$ cat config.mk
export PLATFORM = sky130hd
export DESIGN_NAME = tcm_arbiter
export DESIGN_NICKNAME = d
export VERILOG_FILES = /design/src/hw/tcm_arbiter_pkg.sv /design/src/hw/tcm_grant.sv /design/src/hw/tcm_req_route.sv /design/src/hw/tcm_resp_return.sv /design/src/hw/tcm_arbiter.sv
export VERILOG_INCLUDE_DIRS = /design/src /design/src/include
export SDC_FILE = /design/constraint.sdc
export NUM_CORES = 1
export LEC_CHECK = 0
export BUFFER_PORTS_ARGS = -buffer_cell sky130_fd_sc_hd__buf_4
export CAP_MARGIN = 10
export CORE_AREA = 2 2 176 178
export DETAILED_ROUTE_END_ITERATION = 10
export DIE_AREA = 0 0 178 180
export SYNTH_ARGS = -nofsm -noshare
export SYNTH_HDL_FRONTEND = slang
export SYNTH_SLANG_ARGS = --single-unit
$ cat constraint.sdc
create_clock -name clk -period 2.05 [get_ports clk]
set_clock_uncertainty 0.2 [all_clocks]
set_input_delay 0.205 -clock clk [delete_from_list [all_inputs] [get_ports clk]]
set_output_delay 0.205 -clock clk [all_outputs]
set_load 0.1 [all_outputs]
$ cat src/include/tcm_arbiter_params.svh
// Width and region-nibble macros for the TCM crossbar arbiter
`ifndef TCM_ARBITER_PARAMS_SVH
`define TCM_ARBITER_PARAMS_SVH

// Slave side address width, low bits of the master address
`define TCM_ADDR_WIDTH 12

// Data bus width shared by both masters and all slaves
`define TCM_DATA_WIDTH 32

// One byte select per data byte
`define TCM_STRB_WIDTH 4

// Region nibble sits at the top of the 32-bit master address
`define TCM_REGION_LSB 28

// Region nibble encodings
`define TCM_REGION_CODE   4'h0
`define TCM_REGION_DATA   4'h2
`define TCM_REGION_PERIPH 4'hF

`endif

$ cat src/hw/tcm_arbiter_pkg.sv
// Package with slave and owner enums and the master and slave bus structs
`include "tcm_arbiter_params.svh"

package tcm_arbiter_pkg;

   // Decoded target, also used as registered return source
   typedef enum logic [1:0] {
      slave_code   = 2'd0,
      slave_data   = 2'd1,
      slave_periph = 2'd2
   } tcm_slave_e;

   // Which master drives one slave in the current cycle
   typedef enum logic [1:0] {
      owner_none  = 2'd0,
      owner_fetch = 2'd1,
      owner_data  = 2'd2
   } tcm_owner_e;

   // Per-slave owners plus the fetch stall flag
   typedef struct packed {
      tcm_owner_e code;
      tcm_owner_e data;
      tcm_owner_e periph;
      logic       fetch_stall;
   } tcm_grant_t;

   // Master request, fetch port ties wdata and bytesel to zero
   typedef struct packed {
      logic [31:0]                  addr;
      logic [`TCM_DATA_WIDTH-1:0]   wdata;
      logic [`TCM_STRB_WIDTH-1:0]   bytesel;
      logic                         req;
   } tcm_mst_req_t;

   // Slave request after truncation to the TCM address range
   typedef struct packed {
      logic [`TCM_ADDR_WIDTH-1:0]   addr;
      logic [`TCM_DATA_WIDTH-1:0]   din;
      logic [`TCM_STRB_WIDTH-1:0]   bytesel;
      logic                         en;
   } tcm_slv_req_t;

   // Slave response, dout valid the cycle after the enable
   typedef struct packed {
      logic [`TCM_DATA_WIDTH-1:0]   dout;
      logic                         ready_nxt;
   } tcm_slv_rsp_t;

   // Master response with early and registered ready
   typedef struct packed {
      logic [`TCM_DATA_WIDTH-1:0]   rdata;
      logic                         early_ready;
      logic                         ready_r;
   } tcm_mst_rsp_t;

endpackage

$ cat src/hw/tcm_grant.sv
// Region decode of both masters and data-first ownership of the three slaves
`include "tcm_arbiter_params.svh"

module tcm_grant (
   input  tcm_arbiter_pkg::tcm_mst_req_t fetch_req,
   input  tcm_arbiter_pkg::tcm_mst_req_t data_req,
   output tcm_arbiter_pkg::tcm_grant_t   grant
);

   // Mark one slave as owned by one master
   function automatic tcm_arbiter_pkg::tcm_grant_t claim(
      input tcm_arbiter_pkg::tcm_grant_t g,
      input tcm_arbiter_pkg::tcm_slave_e target,
      input tcm_arbiter_pkg::tcm_owner_e who
   );
      tcm_arbiter_pkg::tcm_grant_t r;
      r = g;
      case (target)
         tcm_arbiter_pkg::slave_code:   r.code   = who;
         tcm_arbiter_pkg::slave_data:   r.data   = who;
         default:                       r.periph = who;
      endcase
      return r;
   endfunction

   logic [3:0]                  fetch_region;
   logic [3:0]                  data_region;
   tcm_arbiter_pkg::tcm_slave_e fetch_target;
   tcm_arbiter_pkg::tcm_slave_e data_target;
   logic                        conflict;

   assign fetch_region = fetch_req.addr[`TCM_REGION_LSB +: 4];
   assign data_region  = data_req.addr[`TCM_REGION_LSB +: 4];

   // Data port, unmapped space lands on the peripheral bus
   always_comb begin
      case (data_region)
         `TCM_REGION_CODE:   data_target = tcm_arbiter_pkg::slave_code;
         `TCM_REGION_DATA:   data_target = tcm_arbiter_pkg::slave_data;
         `TCM_REGION_PERIPH: data_target = tcm_arbiter_pkg::slave_periph;
         default:            data_target = tcm_arbiter_pkg::slave_periph;
      endcase
   end

   // Fetch never reaches peripherals
   // Anything except data TCM falls through to code TCM
   always_comb begin
      case (fetch_region)
         `TCM_REGION_DATA: fetch_target = tcm_arbiter_pkg::slave_data;
         default:          fetch_target = tcm_arbiter_pkg::slave_code;
      endcase
   end

   // Both ports want the same slave
   assign conflict = fetch_req.req & data_req.req & (fetch_target == data_target);

   always_comb begin
      grant.code        = tcm_arbiter_pkg::owner_none;
      grant.data        = tcm_arbiter_pkg::owner_none;
      grant.periph      = tcm_arbiter_pkg::owner_none;
      grant.fetch_stall = conflict;
      // Data port always wins a shared slave
      if (data_req.req) begin
         grant = claim(grant, data_target, tcm_arbiter_pkg::owner_data);
      end
      // Losing fetch is held off this cycle
      if (fetch_req.req && !conflict) begin
         grant = claim(grant, fetch_target, tcm_arbiter_pkg::owner_fetch);
      end
   end

endmodule

$ cat src/hw/tcm_req_route.sv
// Slave request steering and per-master early ready selection
`include "tcm_arbiter_params.svh"

module tcm_req_route (
   input  tcm_arbiter_pkg::tcm_grant_t   grant,
   input  tcm_arbiter_pkg::tcm_mst_req_t fetch_req,
   input  tcm_arbiter_pkg::tcm_mst_req_t data_req,
   input  tcm_arbiter_pkg::tcm_slv_rsp_t code_rsp,
   input  tcm_arbiter_pkg::tcm_slv_rsp_t data_tcm_rsp,
   input  tcm_arbiter_pkg::tcm_slv_rsp_t periph_rsp,
   output tcm_arbiter_pkg::tcm_slv_req_t code_req,
   output tcm_arbiter_pkg::tcm_slv_req_t data_tcm_req,
   output tcm_arbiter_pkg::tcm_slv_req_t periph_req,
   output logic                          fetch_early_ready,
   output logic                          data_early_ready
);

   // Request seen by one slave given its owner
   function automatic tcm_arbiter_pkg::tcm_slv_req_t route_one(
      input tcm_arbiter_pkg::tcm_owner_e   owner,
      input tcm_arbiter_pkg::tcm_mst_req_t f,
      input tcm_arbiter_pkg::tcm_mst_req_t d
   );
      tcm_arbiter_pkg::tcm_slv_req_t r;
      tcm_arbiter_pkg::tcm_mst_req_t src;
      // Unowned slave sees an idle, all-zero bus
      r   = '0;
      src = (owner == tcm_arbiter_pkg::owner_data) ? d : f;
      if (owner != tcm_arbiter_pkg::owner_none) begin
         // Only the low address bits reach the TCM
         r.addr    = src.addr[`TCM_ADDR_WIDTH-1:0];
         r.din     = src.wdata;
         r.bytesel = src.bytesel;
         r.en      = src.req;
      end
      return r;
   endfunction

   logic fetch_on_code;
   logic fetch_on_data;
   logic data_on_code;
   logic data_on_data;
   logic data_on_periph;

   assign code_req     = route_one(grant.code, fetch_req, data_req);
   assign data_tcm_req = route_one(grant.data, fetch_req, data_req);
   assign periph_req   = route_one(grant.periph, fetch_req, data_req);

   // Ownership flags per master and slave
   assign fetch_on_code  = (grant.code == tcm_arbiter_pkg::owner_fetch);
   assign fetch_on_data  = (grant.data == tcm_arbiter_pkg::owner_fetch);
   assign data_on_code   = (grant.code == tcm_arbiter_pkg::owner_data);
   assign data_on_data   = (grant.data == tcm_arbiter_pkg::owner_data);
   assign data_on_periph = (grant.periph == tcm_arbiter_pkg::owner_data);

   // Stalled fetch owns nothing, so its early ready stays low
   assign fetch_early_ready = (fetch_on_code & code_rsp.ready_nxt) |
                              (fetch_on_data & data_tcm_rsp.ready_nxt);

   // Data port follows whichever slave it holds
   assign data_early_ready = (data_on_code & code_rsp.ready_nxt) |
                             (data_on_data & data_tcm_rsp.ready_nxt) |
                             (data_on_periph & periph_rsp.ready_nxt);

endmodule

$ cat src/hw/tcm_resp_return.sv
// Registered return source and ready per master with read data mux
`include "tcm_arbiter_params.svh"

module tcm_resp_return (
   input  logic                          clk,
   input  logic                          rst_n,
   input  tcm_arbiter_pkg::tcm_grant_t   grant,
   input  logic                          fetch_early_ready,
   input  logic                          data_early_ready,
   input  tcm_arbiter_pkg::tcm_slv_rsp_t code_rsp,
   input  tcm_arbiter_pkg::tcm_slv_rsp_t data_tcm_rsp,
   input  tcm_arbiter_pkg::tcm_slv_rsp_t periph_rsp,
   output tcm_arbiter_pkg::tcm_mst_rsp_t fetch_rsp,
   output tcm_arbiter_pkg::tcm_mst_rsp_t data_rsp
);

   // Slave held by a master, native slave when idle or stalled
   function automatic tcm_arbiter_pkg::tcm_slave_e source_of(
      input tcm_arbiter_pkg::tcm_grant_t g,
      input tcm_arbiter_pkg::tcm_owner_e who,
      input tcm_arbiter_pkg::tcm_slave_e native
   );
      if (g.code == who) begin
         return tcm_arbiter_pkg::slave_code;
      end else if (g.data == who) begin
         return tcm_arbiter_pkg::slave_data;
      end else if (g.periph == who) begin
         return tcm_arbiter_pkg::slave_periph;
      end
      return native;
   endfunction

   // Read data of the selected slave
   function automatic logic [`TCM_DATA_WIDTH-1:0] pick_dout(
      input tcm_arbiter_pkg::tcm_slave_e   src,
      input tcm_arbiter_pkg::tcm_slv_rsp_t c,
      input tcm_arbiter_pkg::tcm_slv_rsp_t d,
      input tcm_arbiter_pkg::tcm_slv_rsp_t p
   );
      case (src)
         tcm_arbiter_pkg::slave_data:   return d.dout;
         tcm_arbiter_pkg::slave_periph: return p.dout;
         default:                       return c.dout;
      endcase
   endfunction

   tcm_arbiter_pkg::tcm_slave_e fetch_src_r;
   tcm_arbiter_pkg::tcm_slave_e data_src_r;
   logic                        fetch_ready_r;
   logic                        data_ready_r;

   // Sources sampled on the request edge, used the cycle after
   always_ff @(posedge clk or negedge rst_n) begin
      if (!rst_n) begin
         fetch_src_r   <= tcm_arbiter_pkg::slave_code;
         data_src_r    <= tcm_arbiter_pkg::slave_data;
         fetch_ready_r <= 1'b0;
         data_ready_r  <= 1'b0;
      end else begin
         fetch_src_r   <= source_of(grant, tcm_arbiter_pkg::owner_fetch,
                                    tcm_arbiter_pkg::slave_code);
         data_src_r    <= source_of(grant, tcm_arbiter_pkg::owner_data,
                                    tcm_arbiter_pkg::slave_data);
         fetch_ready_r <= fetch_early_ready;
         data_ready_r  <= data_early_ready;
      end
   end

   always_comb begin
      fetch_rsp.rdata       = pick_dout(fetch_src_r, code_rsp, data_tcm_rsp, periph_rsp);
      fetch_rsp.early_ready = fetch_early_ready;
      fetch_rsp.ready_r     = fetch_ready_r;
      data_rsp.rdata        = pick_dout(data_src_r, code_rsp, data_tcm_rsp, periph_rsp);
      data_rsp.early_ready  = data_early_ready;
      data_rsp.ready_r      = data_ready_r;
   end

endmodule

$ cat src/hw/tcm_arbiter.sv
// Top level of the TCM crossbar with grant, request route and response return
module tcm_arbiter (
   input  logic                          clk,
   input  logic                          rst_n,
   // Master ports
   input  tcm_arbiter_pkg::tcm_mst_req_t fetch_req,
   input  tcm_arbiter_pkg::tcm_mst_req_t data_req,
   output tcm_arbiter_pkg::tcm_mst_rsp_t fetch_rsp,
   output tcm_arbiter_pkg::tcm_mst_rsp_t data_rsp,
   // Slave ports
   output tcm_arbiter_pkg::tcm_slv_req_t code_req,
   output tcm_arbiter_pkg::tcm_slv_req_t data_tcm_req,
   output tcm_arbiter_pkg::tcm_slv_req_t periph_req,
   input  tcm_arbiter_pkg::tcm_slv_rsp_t code_rsp,
   input  tcm_arbiter_pkg::tcm_slv_rsp_t data_tcm_rsp,
   input  tcm_arbiter_pkg::tcm_slv_rsp_t periph_rsp
);

   tcm_arbiter_pkg::tcm_grant_t grant;
   logic                        fetch_early_ready;
   logic                        data_early_ready;

   // Decode and priority
   tcm_grant u_grant (
      .fetch_req (fetch_req),
      .data_req  (data_req),
      .grant     (grant)
   );

   // Slave buses and early readies
   tcm_req_route u_route (
      .grant             (grant),
      .fetch_req         (fetch_req),
      .data_req          (data_req),
      .code_rsp          (code_rsp),
      .data_tcm_rsp      (data_tcm_rsp),
      .periph_rsp        (periph_rsp),
      .code_req          (code_req),
      .data_tcm_req      (data_tcm_req),
      .periph_req        (periph_req),
      .fetch_early_ready (fetch_early_ready),
      .data_early_ready  (data_early_ready)
   );

   // Registered return path
   tcm_resp_return u_return (
      .clk               (clk),
      .rst_n             (rst_n),
      .grant             (grant),
      .fetch_early_ready (fetch_early_ready),
      .data_early_ready  (data_early_ready),
      .code_rsp          (code_rsp),
      .data_tcm_rsp      (data_tcm_rsp),
      .periph_rsp        (periph_rsp),
      .fetch_rsp         (fetch_rsp),
      .data_rsp          (data_rsp)
   );

endmodule

==> impl_metrics.yaml <==
sta:
  layout_setup_ws_ps: -190
  hold_viol_final: 0
  grt_setup_unrepaired: "yes"
  min_period_ps: 2240
  timing.hold.ws_ps: 118
  setup_viol: 119
  period_share_pct: 109
  relSlewSlack_pct: 61.0
  tightest_slew_ps: 584
  timing.fmax_mhz: 446
  maxSlewViolCount: 0
synth:
  ys_seq_elements: 5
  synthTopCellsByArea: "mux2_2 39%, nor2_1 11%, nand2_1 9.2%"
  synthArstFlopShare_pct: 100
  synth-edff-count: 0
  syn-cell-area_um2: 3390
  syn_inst: 497
  ys_warn_count: 0
  synth_nets: 738
  ys_seq_area_share_pct: 3.73
  synthDistinctLibCells: 26
  netlist.top_cell.by_area: "mux2_2"
  synth_top_flop_cell: "dfrtp_1"
  postSynthAreaPerCell_um2: 6.82
  synth.top_cell.area_share_pct: 38.5
  synth_most_common_cell: "mux2_2"
  netlist_top_cells_count: "116 x mux2_2, 97 x nor2_1, 83 x nand2_1"
run_status:
  violations: "setup timing"
  status: "finished with violations"
worst_hold_path:
  hold_class: "in2reg"
  hold_start: "data_req[0]"
  min_to: "u_return.data_src_r[1]"
  holdPathStages: 2
route:
  drc: 0
  drt_pass1_iterations: 5
  drt_iter0_drc: 131
  postRouteAntennaNets: 0
  wl_per_cell_um: 19.0
  wl_mm: 25.7
  avgViaCountPerCell: 4.16
  vias: 5646
setup_path:
  crit_path_max_incr_delay_ps: 530
  critical_path.top_delay_family: "buffers and inverters"
  start_kind: "flop"
  critPathMostFrequentCell: "buf_12"
  path_cells: "inv_2 -> ha_4 -> buf_12 -> clkbuf_16 -> buf_6 -> o21ai_4 -> buf_12"
  criticalPathCategory: "reg2out"
  cp.arrival_ps: 1830
  cp_num_buf_inv: 5
  critPathMaxFanout: 7
  required_ps: 1640
  critPathCaptureType: "primary output"
  critPathSlowestCell: "dfstp_2"
grt:
  grt_overflow: 0
  grt_usage_pct: 13.8
  grt_max_degree: 33
  grt_pass1_vias: 5937
  antenna_found_initial: 0
  grt_pass1_wl_mm: 34.2
finish:
  final_cells: 1357
  nNetsFinal: 1203
  fillers: 3021
  antenna_cells: 0
  drive_gt1_share_pct: 75.1
  area.growth.synth_to_final_pct: 192
placed_design:
  place_congestion: 0.820
  hpwl_mm: 17.2
  numPortBuffers: 421
  dpl.cell_count: 1307
run:
  drv_cap: 0
die:
  die_width_um: 178
  die_area_um2: 32000
  num_io_pins: 454
  core-area_um2: 30200
  die_h_um: 180
  start_util_pct: 11.2
  row_count: 64
power:
  ir_worst_vdd_v: 0.000202
  powerDensity_nw_per_um2: 472
  p_leak_uw: 0.00469
clock_network:
  clockBufferDepth: 2
  path_clk_slew_ps: 30
  cts_root_buf: "clkbuf_16"
  clock-sinks: 5
  numCtsBuffers: 3
  htree_num_levels: 1
  cts_tree: "yes"
## sequential cells by signal (all words and copies together) (netlist names)
register	flops
u_return.data_src_r	2
u_return.fetch_src_r	1
u_return.fetch_ready_r	1
u_return.data_ready_r	1
## worst max-delay path by stage
stage,start,endpoint,cells past startpoint
final,u_return.data_src_r[0],data_rsp[24],7
after CTS,u_return.data_src_r[0],data_rsp[6],6
after global placement,data_req[65],periph_req[40],6
after floorplan,u_return.data_src_r[0],data_rsp[10],5
after global routing,u_return.data_src_r[0],data_rsp[9],6
after detailed placement,data_req[65],periph_req[40],6
## cell families (layout without fill, tap and decap cells)
kind of cell | count (synthesis) | in the layout | synth area share [%]
compound gates | 67 | 67 | 12.6
flops | 5 | 5 | 3.73
simple gates | 238 | 241 | 31.3
fa+ha+maj | 2 | 2 | 0.738
mux | 129 | 129 | 42.8
buf+inv | 56 | 517 | 8.86
## power by group
part	internal [µW]	total, µW	switching, µW	leakage, µW
clock	257	315	58.0	0.0000382
sequential	106	110	4.22	0.0000621
combinational	1440	4250	2820	0.00459
total	1800	4680	2880	0.00469
## cell usage in the layout (no fill, tap or decap), drive strengths merged
cell           n
buf          504
mux2         128
nor2          97
nand2         83
and2          48
o21ai         32
a22oi         32
clkbuf        10
nor2b          6
dfrtp          4
ha             2
inv            2
nand3          2
nor4b          1
nor3           1
and3b          1
or4b           1
a21o           1
and3           1
o2bb2ai        1
mux2i          1
o211a          1
dlygate4sd3    1
dfstp          1
## stage by stage
step           worst slack [ps]  area [µm²]  utilization (%)  TNS (ps)  total power [µW]
2_1_floorplan             -99.4        3840                -     -2710              2770
3_3_place_gp               -232        7620             25.3    -21040              3690
3_5_place_dp               -286        7620             25.3    -23290              3710
4_1_cts                    -193        9140             30.3    -13450              4450
5_1_grt                    -227        9920             32.8    -15650              4830
6_report                   -190        9920             32.8     -9090              4680
## timing repair
| action | CTS | global route |
|---|---|---|
| gates resized for setup | 259 | 131 |
| setup buffers | 16 | 15 |
| endpoints found under the setup margin | 177 | 139 |
| pin swaps | 3 | 35 |
| hold buffers | 1 | 0 |
| hold endpoints to repair | 5 | 0 |
| cloned | 12 | 8 |
## cell type report
type	count	area (µm²)	share of cell area (%)
repair buffers	511	5570	56.2
multi-input cells	439	3640	36.7
well taps	396	495	5.00
flip-flops and latches	5	126	1.27
clock buffers	4	78.8	0.795
inverters	2	7.51	0.0757
## layer usage
metal  vias up  wire length, µm  global-route usage, %
li1       2627                -                      -
met1      2669             9150                   14.4
met2       324            14200                   27.6
met3        26             1880                   1.99
met4         0              536                   4.43
met5         -                0                      0
Note: power is estimated with default switching activity, not from simulation.
